--- src/design/axicb_cfg_pkg.sv ---
//////////////////////////////////////////////////////////////////////
// Crossbar configuration: sizes, slave address map, outstanding
// limit and AXI response codes
//////////////////////////////////////////////////////////////////////

package axicb_cfg_pkg;

    // Crossbar dimensions
    localparam int MST_NB    = 2;
    localparam int SLV_NB    = 2;
    localparam int MST_IDX_W = $clog2(MST_NB);

    // Bus widths
    localparam int ADDR_W = 16;
    localparam int DATA_W = 32;
    localparam int ID_W   = 4;
    localparam int RESP_W = 2;

    // ID bit that carries the master index toward the slaves
    localparam int MST_ID_BIT = 3;

    // Slave address map, anything from 0x2000 up is unmapped
    localparam logic [ADDR_W-1:0] SLV0_START = 16'h0000;
    localparam logic [ADDR_W-1:0] SLV0_END   = 16'h0FFF;
    localparam logic [ADDR_W-1:0] SLV1_START = 16'h1000;
    localparam logic [ADDR_W-1:0] SLV1_END   = 16'h1FFF;

    // Reads in flight per master
    localparam int OSTD_MAX   = 4;
    localparam int OSTD_CNT_W = 3;

    localparam logic [RESP_W-1:0] RESP_OKAY   = 2'd0;
    localparam logic [RESP_W-1:0] RESP_DECERR = 2'd3;

endpackage
--- src/design/axi_rd_pkg.sv ---
//////////////////////////////////////////////////////////////////////
// Payload types of the AXI read address and read data channels
//////////////////////////////////////////////////////////////////////

package axi_rd_pkg;

    import axicb_cfg_pkg::*;

    // AR channel payload, 20 bits
    typedef struct packed {
        logic [ID_W-1:0]   id;
        logic [ADDR_W-1:0] addr;
    } ar_ch_t;

    // R channel payload, 39 bits
    // Single-beat bursts only, so last is always set
    typedef struct packed {
        logic [ID_W-1:0]   id;
        logic [DATA_W-1:0] data;
        logic [RESP_W-1:0] resp;
        logic              last;
    } r_ch_t;

endpackage

--- src/design/axicb_switch_top.sv ---
//////////////////////////////////////////////////////////////////////
// Read-only crossbar top: master slices, both switch arrays and the
// handshake reordering between them
//////////////////////////////////////////////////////////////////////

`timescale 1ns/1ps

module axicb_switch_top
    import axicb_cfg_pkg::*;
    import axi_rd_pkg::*;
(
    input  logic                   aclk,
    input  logic                   i_rst,
    // Master ports
    input  logic   [MST_NB-1:0]    i_mst_arvalid,
    output logic   [MST_NB-1:0]    o_mst_arready,
    input  ar_ch_t [MST_NB-1:0]    i_mst_ar,
    output logic   [MST_NB-1:0]    o_mst_rvalid,
    input  logic   [MST_NB-1:0]    i_mst_rready,
    output r_ch_t  [MST_NB-1:0]    o_mst_r,
    // Slave ports
    output logic   [SLV_NB-1:0]    o_slv_arvalid,
    input  logic   [SLV_NB-1:0]    i_slv_arready,
    output ar_ch_t [SLV_NB-1:0]    o_slv_ar,
    input  logic   [SLV_NB-1:0]    i_slv_rvalid,
    output logic   [SLV_NB-1:0]    o_slv_rready,
    input  r_ch_t  [SLV_NB-1:0]    i_slv_r
);

    // Master-major handshakes, seen from the per-master switches
    logic [MST_NB*SLV_NB-1:0] sw_arvalid;
    logic [MST_NB*SLV_NB-1:0] sw_arready;
    logic [MST_NB*SLV_NB-1:0] sw_rvalid;
    logic [MST_NB*SLV_NB-1:0] sw_rready;
    // Slave-major handshakes, seen from the per-slave switches
    logic [MST_NB*SLV_NB-1:0] xb_arvalid;
    logic [MST_NB*SLV_NB-1:0] xb_arready;
    logic [MST_NB*SLV_NB-1:0] xb_rvalid;
    logic [MST_NB*SLV_NB-1:0] xb_rready;
    ar_ch_t [MST_NB-1:0]      sw_ar;
    r_ch_t  [SLV_NB-1:0]      xb_r;

    genvar i, j;

    ///////////////////////////////////////////////////////////////////
    // Master side
    ///////////////////////////////////////////////////////////////////

    for (i = 0; i < MST_NB; i++) begin : g_mst
        logic   pipe_arvalid;
        logic   pipe_arready;
        ar_ch_t pipe_ar;
        logic   pipe_rvalid;
        logic   pipe_rready;
        r_ch_t  pipe_r;

        axicb_pipeline #(.T(ar_ch_t)) u_ar_pipe (
            .aclk    (aclk),
            .i_rst   (i_rst),
            .i_valid (i_mst_arvalid[i]),
            .i_data  (i_mst_ar[i]),
            .o_ready (o_mst_arready[i]),
            .o_valid (pipe_arvalid),
            .o_data  (pipe_ar),
            .i_ready (pipe_arready)
        );

        axicb_pipeline #(.T(r_ch_t)) u_r_pipe (
            .aclk    (aclk),
            .i_rst   (i_rst),
            .i_valid (pipe_rvalid),
            .i_data  (pipe_r),
            .o_ready (pipe_rready),
            .o_valid (o_mst_rvalid[i]),
            .o_data  (o_mst_r[i]),
            .i_ready (i_mst_rready[i])
        );

        axicb_slv_switch #(.MST_IDX(i)) u_slv_switch (
            .aclk          (aclk),
            .i_rst         (i_rst),
            .i_arvalid     (pipe_arvalid),
            .i_ar          (pipe_ar),
            .o_arready     (pipe_arready),
            .o_rvalid      (pipe_rvalid),
            .o_r           (pipe_r),
            .i_rready      (pipe_rready),
            .o_slv_arvalid (sw_arvalid[i*SLV_NB +: SLV_NB]),
            .o_slv_ar      (sw_ar[i]),
            .i_slv_arready (sw_arready[i*SLV_NB +: SLV_NB]),
            .i_slv_rvalid  (sw_rvalid[i*SLV_NB +: SLV_NB]),
            .i_slv_r       (xb_r),
            .o_slv_rready  (sw_rready[i*SLV_NB +: SLV_NB])
        );
    end

    ///////////////////////////////////////////////////////////////////
    // Transpose master-major vectors into slave-major ones
    ///////////////////////////////////////////////////////////////////

    for (i = 0; i < MST_NB; i++) begin : g_xpose_mst
        for (j = 0; j < SLV_NB; j++) begin : g_xpose_slv
            assign xb_arvalid[j*MST_NB+i] = sw_arvalid[i*SLV_NB+j];
            assign xb_rready[j*MST_NB+i]  = sw_rready[i*SLV_NB+j];
            assign sw_arready[i*SLV_NB+j] = xb_arready[j*MST_NB+i];
            assign sw_rvalid[i*SLV_NB+j]  = xb_rvalid[j*MST_NB+i];
        end
    end

    ///////////////////////////////////////////////////////////////////
    // Slave side
    ///////////////////////////////////////////////////////////////////

    for (j = 0; j < SLV_NB; j++) begin : g_slv
        axicb_mst_switch u_mst_switch (
            .aclk          (aclk),
            .i_rst         (i_rst),
            .i_arvalid     (xb_arvalid[j*MST_NB +: MST_NB]),
            .i_ar          (sw_ar),
            .o_arready     (xb_arready[j*MST_NB +: MST_NB]),
            .o_rvalid      (xb_rvalid[j*MST_NB +: MST_NB]),
            .o_r           (xb_r[j]),
            .i_rready      (xb_rready[j*MST_NB +: MST_NB]),
            .o_slv_arvalid (o_slv_arvalid[j]),
            .o_slv_ar      (o_slv_ar[j]),
            .i_slv_arready (i_slv_arready[j]),
            .i_slv_rvalid  (i_slv_rvalid[j]),
            .i_slv_r       (i_slv_r[j]),
            .o_slv_rready  (o_slv_rready[j])
        );
    end

endmodule

--- src/design/axicb_mst_switch.sv ---
//////////////////////////////////////////////////////////////////////
// Slave-side switch: round-robin AR arbitration among masters and
// R routing back to the master named in the ID
//////////////////////////////////////////////////////////////////////

`timescale 1ns/1ps

module axicb_mst_switch
    import axicb_cfg_pkg::*;
    import axi_rd_pkg::*;
(
    input  logic                     aclk,
    input  logic                     i_rst,
    // From the per-master switches
    input  logic   [MST_NB-1:0]      i_arvalid,
    input  ar_ch_t [MST_NB-1:0]      i_ar,
    output logic   [MST_NB-1:0]      o_arready,
    output logic   [MST_NB-1:0]      o_rvalid,
    output r_ch_t                    o_r,
    input  logic   [MST_NB-1:0]      i_rready,
    // Slave port
    output logic                     o_slv_arvalid,
    output ar_ch_t                   o_slv_ar,
    input  logic                     i_slv_arready,
    input  logic                     i_slv_rvalid,
    input  r_ch_t                    i_slv_r,
    output logic                     o_slv_rready
);

    logic              busy_q;
    logic [MST_NB-1:0] grant_q;
    logic [MST_NB-1:0] arb_req;
    logic [MST_NB-1:0] grant;
    logic [MST_NB-1:0] dst_oh;
    logic              ar_fire;

    ///////////////////////////////////////////////////////////////////
    // AR arbitration
    ///////////////////////////////////////////////////////////////////

    // A stalled request keeps its grant so the slave sees a stable AR
    assign arb_req = busy_q ? grant_q : i_arvalid;

    axicb_rr_arbiter u_rr_arbiter (
        .aclk      (aclk),
        .i_rst     (i_rst),
        .i_req     (arb_req),
        .i_advance (ar_fire),
        .o_grant   (grant)
    );

    always_comb begin
        o_slv_ar = '0;
        for (int m = 0; m < MST_NB; m++) begin
            if (grant[m]) begin
                o_slv_ar = i_ar[m];
            end
        end
    end

    assign o_slv_arvalid = |(i_arvalid & grant);
    assign o_arready     = grant & {MST_NB{i_slv_arready}};
    assign ar_fire       = o_slv_arvalid && i_slv_arready;

    always_ff @(posedge aclk) begin
        if (i_rst) begin
            busy_q <= 1'b0;
        end else begin
            busy_q <= o_slv_arvalid && !i_slv_arready;
        end
    end

    always_ff @(posedge aclk) begin
        grant_q <= grant;
    end

    ///////////////////////////////////////////////////////////////////
    // R routing
    ///////////////////////////////////////////////////////////////////

    // Master index travels in the echoed ID
    assign dst_oh = MST_NB'(1) << i_slv_r.id[MST_ID_BIT];

    assign o_rvalid     = dst_oh & {MST_NB{i_slv_rvalid}};
    assign o_r          = i_slv_r;
    assign o_slv_rready = |(dst_oh & i_rready);

endmodule

--- src/design/axicb_slv_switch.sv ---
//////////////////////////////////////////////////////////////////////
// Master-side switch: address decode, outstanding read tracking,
// decode-error responder and read data selection
//////////////////////////////////////////////////////////////////////

`timescale 1ns/1ps

module axicb_slv_switch
    import axicb_cfg_pkg::*;
    import axi_rd_pkg::*;
#(
    parameter int MST_IDX = 0
) (
    input  logic                     aclk,
    input  logic                     i_rst,
    // From the master slices
    input  logic                     i_arvalid,
    input  ar_ch_t                   i_ar,
    output logic                     o_arready,
    output logic                     o_rvalid,
    output r_ch_t                    o_r,
    input  logic                     i_rready,
    // Toward the per-slave switches
    output logic [SLV_NB-1:0]        o_slv_arvalid,
    output ar_ch_t                   o_slv_ar,
    input  logic [SLV_NB-1:0]        i_slv_arready,
    input  logic [SLV_NB-1:0]        i_slv_rvalid,
    input  r_ch_t  [SLV_NB-1:0]      i_slv_r,
    output logic [SLV_NB-1:0]        o_slv_rready
);

    logic [SLV_NB-1:0]     hit;
    logic [OSTD_CNT_W-1:0] ostd_cnt;
    logic [SLV_NB-1:0]     tgt_q;
    logic                  err_valid;
    logic [ID_W-1:0]       err_id;
    logic                  ostd_room;
    logic                  same_tgt;
    logic                  map_go;
    logic                  err_go;
    logic                  ar_fire;
    logic                  r_fire;
    ar_ch_t                ar_tagged;

    ///////////////////////////////////////////////////////////////////
    // Read address path
    ///////////////////////////////////////////////////////////////////

    assign hit[0] = (i_ar.addr >= SLV0_START) && (i_ar.addr <= SLV0_END);
    assign hit[1] = (i_ar.addr >= SLV1_START) && (i_ar.addr <= SLV1_END);

    // Stamp the master index into the ID so R can find its way back
    always_comb begin
        ar_tagged                 = i_ar;
        ar_tagged.id[MST_ID_BIT] = 1'(MST_IDX);
    end

    assign ostd_room = ostd_cnt < OSTD_CNT_W'(OSTD_MAX);
    // Switching target only once every earlier read has returned
    assign same_tgt  = (ostd_cnt == '0) || (hit == tgt_q);

    assign map_go = i_arvalid && (|hit) && ostd_room && same_tgt;
    // Unmapped reads wait for an empty pipe, then get answered locally
    assign err_go = i_arvalid && !(|hit) && (ostd_cnt == '0);

    assign o_slv_arvalid = hit & {SLV_NB{map_go}};
    assign o_slv_ar      = ar_tagged;
    assign o_arready     = err_go || (|(o_slv_arvalid & i_slv_arready));
    assign ar_fire       = i_arvalid && o_arready;

    ///////////////////////////////////////////////////////////////////
    // Read data path
    ///////////////////////////////////////////////////////////////////

    always_comb begin
        o_r = '0;
        for (int s = 0; s < SLV_NB; s++) begin
            if (tgt_q[s]) begin
                o_r = i_slv_r[s];
            end
        end
        if (err_valid) begin
            o_r.id   = err_id;
            o_r.data = '0;
            o_r.resp = RESP_DECERR;
            o_r.last = 1'b1;
        end
    end

    // tgt_q is all zero while an error response is pending
    assign o_rvalid     = err_valid || (|(i_slv_rvalid & tgt_q));
    assign o_slv_rready = tgt_q & {SLV_NB{i_rready}};
    assign r_fire       = o_rvalid && i_rready;

    // The error response counts as an outstanding read too
    always_ff @(posedge aclk) begin
        if (i_rst) begin
            ostd_cnt  <= '0;
            tgt_q     <= '0;
            err_valid <= 1'b0;
        end else begin
            if (ar_fire && !r_fire) begin
                ostd_cnt <= ostd_cnt + 1'b1;
            end else if (!ar_fire && r_fire) begin
                ostd_cnt <= ostd_cnt - 1'b1;
            end
            if (ar_fire) begin
                tgt_q <= hit;
            end
            if (err_go) begin
                err_valid <= 1'b1;
            end else if (r_fire && err_valid) begin
                err_valid <= 1'b0;
            end
        end
    end

    always_ff @(posedge aclk) begin
        if (err_go) begin
            err_id <= ar_tagged.id;
        end
    end

endmodule

--- src/design/axicb_rr_arbiter.sv ---
//////////////////////////////////////////////////////////////////////
// Round-robin arbiter among masters with a rotating priority pointer
//////////////////////////////////////////////////////////////////////

`timescale 1ns/1ps

module axicb_rr_arbiter
    import axicb_cfg_pkg::*;
(
    input  logic              aclk,
    input  logic              i_rst,
    input  logic [MST_NB-1:0] i_req,
    input  logic              i_advance,
    output logic [MST_NB-1:0] o_grant
);

    logic [MST_IDX_W-1:0] ptr;
    logic [MST_IDX_W-1:0] cand;
    logic [MST_IDX_W-1:0] gnt_idx;
    logic                 found;

    // First requester at or after the pointer wins
    always_comb begin
        o_grant = '0;
        gnt_idx = '0;
        cand    = '0;
        found   = 1'b0;
        for (int k = 0; k < MST_NB; k++) begin
            cand = MST_IDX_W'((int'(ptr) + k) % MST_NB);
            if (!found && i_req[cand]) begin
                o_grant[cand] = 1'b1;
                gnt_idx       = cand;
                found         = 1'b1;
            end
        end
    end

    ///////////////////////////////////////////////////////////////////
    // Pointer moves just past the master that got served
    ///////////////////////////////////////////////////////////////////

    always_ff @(posedge aclk) begin
        if (i_rst) begin
            ptr <= '0;
        end else if (i_advance && found) begin
            ptr <= (int'(gnt_idx) == MST_NB - 1) ? '0 : gnt_idx + 1'b1;
        end
    end

endmodule

--- src/design/axicb_pipeline.sv ---
//////////////////////////////////////////////////////////////////////
// Two-entry valid/ready register slice for any payload type
//////////////////////////////////////////////////////////////////////

`timescale 1ns/1ps

module axicb_pipeline #(
    parameter type T = logic [7:0]
) (
    input  logic aclk,
    input  logic i_rst,
    // Upstream side
    input  logic i_valid,
    input  T     i_data,
    output logic o_ready,
    // Downstream side
    output logic o_valid,
    output T     o_data,
    input  logic i_ready
);

    logic skid_valid;
    T     skid_data;

    // Registered ready, no path from i_ready back to o_ready
    assign o_ready = !skid_valid;

    always_ff @(posedge aclk) begin
        if (i_rst) begin
            o_valid    <= 1'b0;
            skid_valid <= 1'b0;
        end else if (!o_valid || i_ready) begin
            // Output slot frees up, skid entry has priority
            if (skid_valid) begin
                o_valid    <= 1'b1;
                skid_valid <= 1'b0;
            end else begin
                o_valid <= i_valid;
            end
        end else if (i_valid && !skid_valid) begin
            // Output stalled, park the incoming beat
            skid_valid <= 1'b1;
        end
    end

    always_ff @(posedge aclk) begin
        if (!o_valid || i_ready) begin
            o_data <= skid_valid ? skid_data : i_data;
        end
        if (o_valid && !i_ready && i_valid && !skid_valid) begin
            skid_data <= i_data;
        end
    end

endmodule

--- config.mk ---
export PLATFORM = sky130hd
export DESIGN_NAME = axicb_switch_top
export DESIGN_NICKNAME = d
export VERILOG_FILES = /design/src/design/axicb_cfg_pkg.sv /design/src/design/axi_rd_pkg.sv /design/src/design/axicb_switch_top.sv /design/src/design/axicb_mst_switch.sv /design/src/design/axicb_slv_switch.sv /design/src/design/axicb_rr_arbiter.sv /design/src/design/axicb_pipeline.sv
export SDC_FILE = /design/constraint.sdc
export NUM_CORES = 1
export LEC_CHECK = 0
export ABC_AREA = 1
export BUFFER_PORTS_ARGS = -buffer_cell sky130_fd_sc_hd__buf_2
export CORE_ASPECT_RATIO = 0.7
export CORE_MARGIN = 4
export CORE_UTILIZATION = 40
export DETAILED_ROUTE_END_ITERATION = 16
export HOLD_SLACK_MARGIN = 0.1
export SLEW_MARGIN = 20
export SYNTH_ARGS = -nofsm -noshare
export SYNTH_HDL_FRONTEND = slang
export SYNTH_SLANG_ARGS = --single-unit
--- constraint.sdc ---
create_clock -name aclk -period 4.68 [get_ports aclk]
set_input_delay 0.234 -clock aclk [delete_from_list [all_inputs] [get_ports aclk]]
set_output_delay 0.234 -clock aclk [all_outputs]
set_load 0.01 [all_outputs]
# Word level (Yosys, flattened, before mapping)
# Cells that the tools add are included.
dict set report totals {
  inputBits 128
  elab_cells 254
  out_inout_bits 126
  reg_bits 266
}
dict set report op_classes {
  order_cmp 18
  add_sub_neg 8
  n_mux 58
  n_bitwise 18
  n_eq_ne 2
  n_reduce_logical 102
  n_shift 2
}
# operator n
set op_table {}
lappend op_table {{39-bit two-way mux} 8}
lappend op_table {{19-bit two-way mux} 4}
lappend op_table {{1-bit logical AND} 50}
lappend op_table {{20-bit two-way mux} 2}
lappend op_table {{2-bit bitwise AND} 16}
lappend op_table {{16-bit by 1-bit >= comparator with 1-bit output, second input constant} 2}
lappend op_table {{16-bit by 13-bit >= comparator with 1-bit output, second input constant} 2}
lappend op_table {{16-bit by 12-bit <= comparator with 1-bit output, second input constant} 2}
lappend op_table {{16-bit by 13-bit <= comparator with 1-bit output, second input constant} 2}
lappend op_table {{1-bit two-way mux} 30}
lappend op_table {{2-bit OR reduction} 14}
lappend op_table {{1-bit logical NOT} 22}
lappend op_table {{2-bit two-way mux} 6}
lappend op_table {{3-bit two-way mux} 4}
lappend op_table {{1-bit logical OR} 10}
lappend op_table {{1-bit by 2-bit less-than comparator with 1-bit output, second input constant} 4}
lappend op_table {{2-bit nonzero test} 4}
lappend op_table {{3-bit by 1-bit adder with 3-bit output, second input constant} 2}
lappend op_table {{3-bit logical NOT} 2}
lappend op_table {{3-bit less-than comparator, second input constant} 2}
lappend op_table {{3-bit by 1-bit subtractor with 3-bit output, second input constant} 2}
lappend op_table {{1-bit adder, second input constant} 4}
lappend op_table {{1-bit demux with 1-bit select} 4}
lappend op_table {{2-bit equality test} 2}
lappend op_table {{3 further kinds} 8}

# Logic depth before layout (Yosys ltp)
# Gate-level depths: netlist (run 1).
dict set report depth {
  ltp_word 23
  depth_mapped 20
}

# Modules after synthesis
# A second synthesis (run 1) with hierarchy kept.
dict set report unflattened {
  cells_unflattened 1389
  area_unflattened_um2 13429.1
}
# module area_per_inst_um2 instances cells_each
set by_module_without_submodules {}
lappend by_module_without_submodules {{axicb_pipeline at g_mst[0].u_r_pipe ...} 3046.7 2 217}
lappend by_module_without_submodules {{axicb_pipeline at g_mst[0].u_ar_pipe ...} 1547.7 2 117}
lappend by_module_without_submodules {axicb_mst_switch 752.0 2 134}
lappend by_module_without_submodules {{axicb_slv_switch at g_mst[1].u_slv_switch} 1308.8 1 218}
lappend by_module_without_submodules {{axicb_slv_switch at g_mst[0].u_slv_switch} 1307.5 1 219}
lappend by_module_without_submodules {axicb_rr_arbiter 60.1 2 8}

# Worst setup path before layout (run 1)
# Ideal clock, no wire load.
dict set report synth_path {
  kind {flip-flop to flip-flop}
  from {reg g_mst[1].u_r_pipe.o_valid}
  to {reg g_mst[1].u_r_pipe.skid_data[0] in the netlist's numbering, enable pin}
  n_path_buf 0
  arrival_time_ps 2989
  setup_slack_ps 1256
  setup_time_ps 435
  required_time_ps 4245
  synth_period_minus_slack_ps 3424
  path_stages_with_launch 3
  cell_sequence {dfxtp_1 -> nand2_1 -> nor2_1}
}
dict set report synth_between {
  elab_chain_cells 3
}
# element line_no
set synth_rtl {}
lappend synth_rtl {{start: declaration} axicb_pipeline.sv:17} ;# output logic o_valid,
lappend synth_rtl {{start signal: assignment} axicb_pipeline.sv:38} ;# o_valid <= i_valid;
lappend synth_rtl {{1-bit logical AND (3 in a row)} axicb_pipeline.sv:50} ;# if (o_valid && !i_ready && i_valid && !skid_valid) begin
lappend synth_rtl {{end signal: assignment} axicb_pipeline.sv:51} ;# skid_data <= i_data;
lappend synth_rtl {{end: declaration} axicb_pipeline.sv:23} ;# T skid_data;
# No other way between the ends.
# A chain may end at the register's enable or synchronous reset.

==> impl_metrics.json, run 1 <==
{
  "ys_seq_area_share_pct": 65.36,
  "grt_pass1_wl_mm": 52.23,
  "clockBufferDepth": 3,
  "synth-compound-area-share_pct": 8.095,
  "timing.fmax_mhz": 308.9,
  "cpPeakStageDelay_ns": 0.50,
  "ir_worst_vdd_v": 0.0003145,
  "yosys_register_bits": 266,
  "finalClockSkew_ns": 0.01859,
  "die_h_microns": 151.7,
  "grt_pass1_vias": 8484,
  "cts_buffers": 26,
  "cts_root_buffer": "clkbuf_16",
  "min_to": "g_mst[0].u_r_pipe.skid_data[15]",
  "arrival_ns": 3.00,
  "drc_errors": 0,
  "die-area_sq_um": 32340,
  "synth_top_cell_by_area": "edfxtp_1",
  "post-route-util_pct": 51.41,
  "powerDensity_nw_per_um2": 391.4,
  "ant_nets": 0,
  "cts_tree": "built",
  "avgViaCountPerCell": 4.995,
  "layout_commonest_cell": "nand2_1",
  "r2r_cells": 12,
  "coreArea_sq_um": 28950,
  "clk_latency_ns": 0.54,
  "critPathSlowestCell": "nand2_1",
  "setup_violations": 0,
  "period_needed_ns": 3.237,
  "final_cell_mix": "nand2_1, buf_2, edfxtp_1",
  "drv_slew": 0,
  "fin_cells": 1877,
  "row_count": 52,
  "syn-instance-count": 1177,
  "tns_ns": 0,
  "min_period_over_period_pct": 69.16,
  "ys.warnings.count": 0,
  "cp_common_cell": "nand2_1",
  "drtPass1Iterations": 5,
  "synth.area.mux_share_pct": 0,
  "vias": 9375,
  "synth_top_family_by_area": "simple AND/OR/NAND/NOR gates",
  "grt_setup_unrepaired": "false",
  "hold_viol": 0,
  "initial_core_util_pct": 40.73,
  "grt_overflow": 0,
  "cp-end-kind": "output port",
  "whs_path_depth": 3,
  "power_mw": 5.826,
  "die_x_microns": 213.2,
  "hp-start": "i_slv_r[15]",
  "critPathBufInv": 3,
  "synthAdderAreaFrac_pct": 0.5517,
  "r2r-end": "g_mst[1].u_ar_pipe.skid_data[8]",
  "area_growth_pct": 26.23,
  "path_cells": "buf_4, inv_1, nand2_1, nand2_1, nand2_1, nand2_2, nand3_1, nand2_1, nand3_2, nand2_1, o22ai_1, buf_2",
  "clkTransAtPathRegs_ns": 0.06,
  "syn-num-nets": 1309,
  "r2r_slack_ns": 1.67,
  "dp_hpwl_mm": 24.75,
  "placedCellCount": 1753,
  "synth.avg_cell_area_sq_um": 10.02,
  "p_leak_nw": 6.637,
  "num_io_pins": 254,
  "final_area_sq_um": 14890,
  "crit_path_start_kind": "register",
  "path_delay_family": "simple AND/OR/NAND/NOR gates",
  "setup_ws_ns": 1.443,
  "routed_wl_mm": 36.11,
  "hold_class": "input port to register",
  "io_buffers": 251,
  "dp_slack_ns": 1.668,
  "grt_max_degree": 46,
  "run_status": "completed",
  "wl_per_cell_microns": 19.24,
  "nFillCells": 2624,
  "place_area_sq_um": 13350,
  "timing.rr.start": "g_mst[0].u_slv_switch.tgt_q[1]",
  "drive_gt1_share_pct": 23.47,
  "max_slew.worst_pin.slew_ns": 0.8972,
  "max-cap-violations": 0,
  "gp_congestion": 0.9814,
  "ys_types": 40,
  "worstPathRequired_ns": 4.45,
  "relSlewSlack_pct": 40.04,
  "yosys.area.top_type_share_pct": 60.60,
  "grt_use_total_pct": 21.44,
  "layout.nets": 1604,
  "cts.sinks": 266,
  "drt_iter0_markers": 800,
  "synth-simple-area-share_pct": 20.60,
  "synth_area_leaders": "edfxtp_1, nand2_1, dfxtp_1, a21oi_1, inv_1",
  "crit_fanout": 42,
  "antenna_found_initial": 6,
  "htree_num_levels": 1,
  "synth_xor_area_share_pct": 0,
  "syn_area_sq_um": 11790,
  "critPathKind": "register to output port",
  "hold_slack_ns": 0.1243
}
## routing by layer
layer	global-route usage (%)	vias to the layer above	wire length (microns)
met3	3.787	58	2276
li1	-	4536	-
met1	34.84	4444	17940
met5	0	-	0
met2	29.15	337	14950
met4	5.756	0	943
## registers in the layout, indices dropped and copies added, names as in the netlist, named ones only
signal / count
g_mst.u_ar_pipe.o_data: 38
g_mst.u_ar_pipe.o_valid: 2
g_mst.u_ar_pipe.skid_data: 38
g_mst.u_ar_pipe.skid_valid: 2
g_mst.u_r_pipe.o_data: 78
g_mst.u_r_pipe.o_valid: 2
g_mst.u_r_pipe.skid_data: 78
g_mst.u_r_pipe.skid_valid: 2
g_mst.u_slv_switch.err_id: 6
g_mst.u_slv_switch.err_valid: 2
g_mst.u_slv_switch.ostd_cnt: 6
g_mst.u_slv_switch.tgt_q: 4
g_slv.u_mst_switch.busy_q: 2
g_slv.u_mst_switch.grant_q: 4
## where the power goes
part | leakage (nW) | switching (mW) | internal, mW
Clock | 0.403 | 0.906 | 1.17
Combinational | 3.55 | 0.534 | 0.272
Sequential | 2.69 | 0.108 | 2.83
## worst register-to-register path, stage by stage, from the launching register on
cell and delay (ns):
dfxtp_1 0.31, buf_4 0.43, nand3_1 0.15, nand2_1 0.09, nand2_1 0.06, nand2_2 0.08, nand4_1 0.10, nand2_2 0.13
nand2_2 0.08, nand4_1 0.14, nand4_2 0.56, nor2_1 0.28, buf_4 0.29
## final cells by class
type	count	area [sq um]	area share, %
Antenna cell	8	20.02	0.1345
Clock buffer	34	701.9	4.715
Clock inverter	13	126.4	0.8490
Inverter	76	292.8	1.967
Multi-Input combinational cell	765	3470	23.31
Sequential cell	266	7707	51.78
Tap cell	378	473.0	3.177
Timing Repair Buffer	337	2095	14.07
## cell usage after synthesis (all sizes together)
cell type	n
nand2	528
edfxtp	238
a21oi	81
inv	75
clkbuf	41
o22ai	38
nor2	34
buf	29
dfxtp	28
nand3	20
o21ai	17
a22oi	12
nand4	11
a31oi	6
nor3	6
fa	2
ha	2
nor3b	2
o211ai	2
a211oi	1
a221o	1
and2	1
clkinv	1
or2	1
## how the worst max path moves through the flow
stage	startpoint	end	slack, ns	depth (start not counted)
2_1_floorplan	g_mst[1].u_r_pipe.o_valid	g_mst[1].u_r_pipe.skid_data[0]	1.26	2
3_3_place_gp	g_mst[0].u_slv_switch.tgt_q[1]	g_mst[1].u_ar_pipe.skid_data[5]	1.72	12
3_5_place_dp	g_mst[0].u_slv_switch.tgt_q[1]	g_mst[1].u_ar_pipe.skid_data[5]	1.67	12
4_1_cts	g_mst[1].u_slv_switch.tgt_q[1]	o_slv_ar[3]	1.40	12
5_1_grt	g_mst[1].u_slv_switch.tgt_q[1]	o_slv_ar[13]	1.22	12
6_report	g_mst[1].u_slv_switch.tgt_q[1]	o_slv_ar[3]	1.44	12
## cell families after synthesis
kind of cell	count (synthesis)
AND/OR/NAND/NOR	603
flip-flops	266
AO/OA/AOI/OAI	158
buffers and inverters	146
adder cells (fa/ha/maj)	4
## timing repair
item	in CTS	in global routing
hold buffers	69	0
resized for setup	0	0
endpoints found under the hold margin	103	0
setup buffers	0	0
(Power assumes the default switching activity.)
==> run 2: changes to the inputs <==
--- a/config.mk
+++ b/config.mk
@@ -5,7 +5,7 @@
 export SDC_FILE = /design/constraint.sdc
 export NUM_CORES = 1
 export LEC_CHECK = 0
-export ABC_AREA = 1
+export ABC_AREA = 0
 export BUFFER_PORTS_ARGS = -buffer_cell sky130_fd_sc_hd__buf_2
 export CORE_ASPECT_RATIO = 0.7
 export CORE_MARGIN = 4
==> constraint.sdc (replaced) <==
create_clock -name aclk -period 2.8 [get_ports aclk]
set_input_delay 0.14 -clock aclk [delete_from_list [all_inputs] [get_ports aclk]]
set_output_delay 0.14 -clock aclk [all_outputs]
set_load 0.01 [all_outputs]
==> run 2 against run 1 <==
Net effect:
- the flow now finishes with violations (setup timing)
- clock skew decreased by 0.0078 ns
- critical path depth shrank 1
- first-iteration DRC count decreased by 23%
- synthesized area shrank 1.1%
- clock power rose by 79%
- cell count fell by 11%
- design area is 8.6% higher
- critical endpoint is now g_mst[1].u_slv_switch.ostd_cnt[2]
- total power up 82%
- combinational power rose by 130%
- setup slack lost 1.5 ns
- via count is 5.0% lower
- utilization up 5.8 points
==> impl_metrics.json, run 2 <==
{
  "die-area_sq_um": 31990,
  "initial_core_util_pct": 41.25,
  "grt_use_total_pct": 19.58,
  "hp-start": "i_mst_rready[1]",
  "r2r_slack_ns": -0.04,
  "syn_area_sq_um": 11660,
  "max-cap-violations": 0,
  "ys.flop_type": "edfxtp_1",
  "violations": "setup timing",
  "synth_xor_area_share_pct": 0.3004,
  "yosys.area.top_type_share_pct": 61.29,
  "tns_ns": -0.03801,
  "synthAdderAreaFrac_pct": 0.5579,
  "arrival_ns": 3.30,
  "top_regs": "g_mst.u_r_pipe.o_data x78, g_mst.u_r_pipe.skid_data x78",
  "drive_gt1_share_pct": 34.97,
  "r2r_cells": 11,
  "ir_worst_vdd_v": 0.0004111,
  "vias": 8904,
  "path_delay_family": "simple AND/OR/NAND/NOR gates",
  "layout_commonest_cell": "buf_2",
  "hold_class": "input port to register",
  "internal_power_mw": 7.892,
  "placedCellCount": 1448,
  "p_leak_nw": 6.374,
  "period_needed_ns": 2.838,
  "cts.sinks": 266,
  "setup_ws_ns": -0.03801,
  "timing.rr.start": "g_mst[1].u_ar_pipe.o_data[15]",
  "yosys_register_bits": 266,
  "cts_buffers": 27,
  "path_cells": "or3_4, a2111oi_4, o2111a_2, nor3_2, inv_1, ha_2, inv_1, fa_2, xor2_1, or3_4, a21oi_2",
  "synth-compound-area-share_pct": 15.91,
  "ant_nets": 0,
  "drv_slew": 0,
  "critPathBufInv": 2,
  "ys.warnings.count": 0,
  "coreArea_sq_um": 28270,
  "cp-end-kind": "register",
  "row_count": 51,
  "r2r-end": "g_mst[1].u_slv_switch.ostd_cnt[2]",
  "wl_per_cell_microns": 19.39,
  "powerDensity_nw_per_um2": 656.2,
  "worstPathRequired_ns": 3.26,
  "routed_wl_mm": 32.45,
  "area_growth_pct": 38.59,
  "layout.nets": 1414,
  "grt_pass1_wl_mm": 49.34,
  "syn-instance-count": 860,
  "crit_path_start_kind": "register",
  "max_slew.worst_pin.slew_ns": 0.8615,
  "synth.area.mux_share_pct": 5.097,
  "ys_seq_area_share_pct": 66.09,
  "final_cell_mix": "buf_2, edfxtp_1, dlygate4sd3_1",
  "dp_hpwl_mm": 20.66,
  "whs_path_depth": 3,
  "timing.fmax_mhz": 352.4,
  "relSlewSlack_pct": 42.56,
  "synth_area_leaders": "edfxtp_1, mux2_2, dfxtp_1, a22oi_1, o31ai_1",
  "grt_overflow": 0,
  "seqPwrFrac_pct": 47.4,
  "gp_congestion": 0.7816,
  "die_h_microns": 150.9,
  "antenna_found_initial": 0,
  "grt_setup_unrepaired": "true",
  "critPathSlowestCell": "edfxtp_1",
  "cts_tree": "built",
  "critPathKind": "register to register",
  "synthArstFlopShare_pct": 0,
  "ys_types": 66,
  "fin_cells": 1673,
  "synthTopCellsByCount": "edfxtp_1, nand2_1, nor2_1, a22oi_1, o31ai_1",
  "cts_root_buffer": "clkbuf_16",
  "synth_top_family_by_area": "compound AO/OA/AOI/OAI gates",
  "drc_errors": 0,
  "drt_iter0_markers": 618,
  "setup_violations": 1,
  "synth.avg_cell_area_sq_um": 13.56,
  "synth_top_cell_by_area": "edfxtp_1",
  "run_status": "complete, but fails checks",
  "syn-num-nets": 992,
  "clkTransAtPathRegs_ns": 0.06,
  "cpPeakStageDelay_ns": 0.42,
  "grt_max_degree": 77,
  "htree_num_levels": 1,
  "p_switching_mw": 2.714,
  "crit_fanout": 3,
  "finalClockSkew_ns": 0.01082,
  "synth-simple-area-share_pct": 8.573,
  "io_buffers": 251,
  "pwr-share-clk_pct": 35.0,
  "synth-edff-count": 238,
  "clockBufferDepth": 3,
  "min_to": "g_mst[1].u_r_pipe.skid_data[37]",
  "num_io_pins": 254,
  "clk_latency_ns": 0.53,
  "hold_slack_ns": 0.1329,
  "swShare_pct": 25.59,
  "synth.most_common_cell": "edfxtp_1",
  "min_period_over_period_pct": 101.4,
  "p_comb_share_pct": 17.5,
  "avgViaCountPerCell": 5.322,
  "hold_viol": 0,
  "drtPass1Iterations": 5,
  "grt_pass1_vias": 8553,
  "die_x_microns": 212.1
}
## run 2: changes by cell type in the layout (fill, tap and decap cells not counted), moves of 33 or more
cell,change
nand2_1,-435
dlygate4sd3_1,+90
a21oi_1,-72
o31ai_1,+66
inv_1,-60
a22oi_1,+59
nor2_1,+52
mux2_2,+51
a22o_1,+38
buf_4,+33
## run 2: kinds of logic (layout without fill, tap and decap cells)
group / after synthesis / count (layout)
DFF: 266 / 266
AOI/OAI and AO/OA: 231 / 232
and+or+nand+nor: 216 / 218
buffers and inverters: 86 / 524
muxes: 53 / 53
adders and majority gates: 4 / 4
xor gates and xnor gates: 4 / 4
other: 0 / 1
## run 2: how the worst max path moves through the flow
stage	startpoint	endpoint	cells past startpoint	slack, ns
3_5_place_dp	g_mst[1].u_slv_switch.ostd_cnt[0]	g_mst[1].u_slv_switch.ostd_cnt[2]	11	-0.13
5_1_grt	g_mst[1].u_ar_pipe.o_data[15]	g_mst[1].u_slv_switch.ostd_cnt[2]	11	-0.16
4_1_cts	g_mst[1].u_slv_switch.ostd_cnt[2]	g_mst[0].u_slv_switch.ostd_cnt[2]	13	-0.07
3_3_place_gp	g_mst[1].u_slv_switch.ostd_cnt[0]	g_mst[1].u_slv_switch.ostd_cnt[2]	11	-0.08
2_1_floorplan	g_mst[1].u_slv_switch.ostd_cnt[0]	g_mst[1].u_slv_switch.ostd_cnt[2]	11	-0.01
6_report	g_mst[1].u_ar_pipe.o_data[15]	g_mst[1].u_slv_switch.ostd_cnt[2]	11	-0.04
## run 2: timing repair
action / 4_1_cts / 5_1_grt
pin swaps: 3 / 8
gates cloned: 0 / 3
endpoints found under the setup margin: 33 / 42
buffers inserted: 5 / 9
hold buffers: 159 / 0
resized for setup: 9 / 18
endpoints found under the hold margin: 227 / 0
## run 2: area by class of cell
class	instances	area [sq um]
antenna	1	2.502
clock buffer	33	698.2
clock inverter	15	202.7
fill	2314	12110
inverter	11	41.29
multi-input combinational	511	3721
sequential	266	7716
tap	371	464.2
timing repair buffer	465	3316
## run 2: stage by stage
stage	setup slack, ns	util, %	total power [mW]	instance area [sq um]
6_report	-0.03801	57.17	10.61	16160
5_1_grt	-0.1613	57.16	11.10	16160
4_1_cts	-0.06654	56.60	10.66	16000
3_3_place_gp	-0.08250	47.48	6.660	13420
2_1_floorplan	-0.01060	-	5.952	11680
3_5_place_dp	-0.1281	47.48	6.680	13420
## run 2: metal layers
metal / global-route usage, % / vias up / part of all wire [%]
li1: - / 4176 / -
met1: 30.25 / 4360 / 47
met2: 28.97 / 325 / 45
met3: 3.499 / 43 / 6.7
met4: 4.211 / 0 / 1.8
met5: 0 / - / 0
## run 2: power groups by stage
stage	Sequential (mW)	Combinational (mW)	Clock [mW]
floorplan	5.12	0.830	0
global placement	5.10	1.56	0
detailed placement	5.11	1.57	0
CTS	5.04	1.79	3.83
global route	5.07	2.03	4.01
finish	5.03	1.86	3.72
## run 2: worst register-to-register path, stage by stage, from the launching register on
cell       delay [ns]
edfxtp_1         0.42
or3_4            0.41
a2111oi_4        0.37
o2111a_2         0.30
nor3_2           0.05
inv_1            0.07
ha_2             0.17
inv_1            0.05
fa_2             0.33
xor2_1           0.16
or3_4            0.33
a21oi_2          0.11
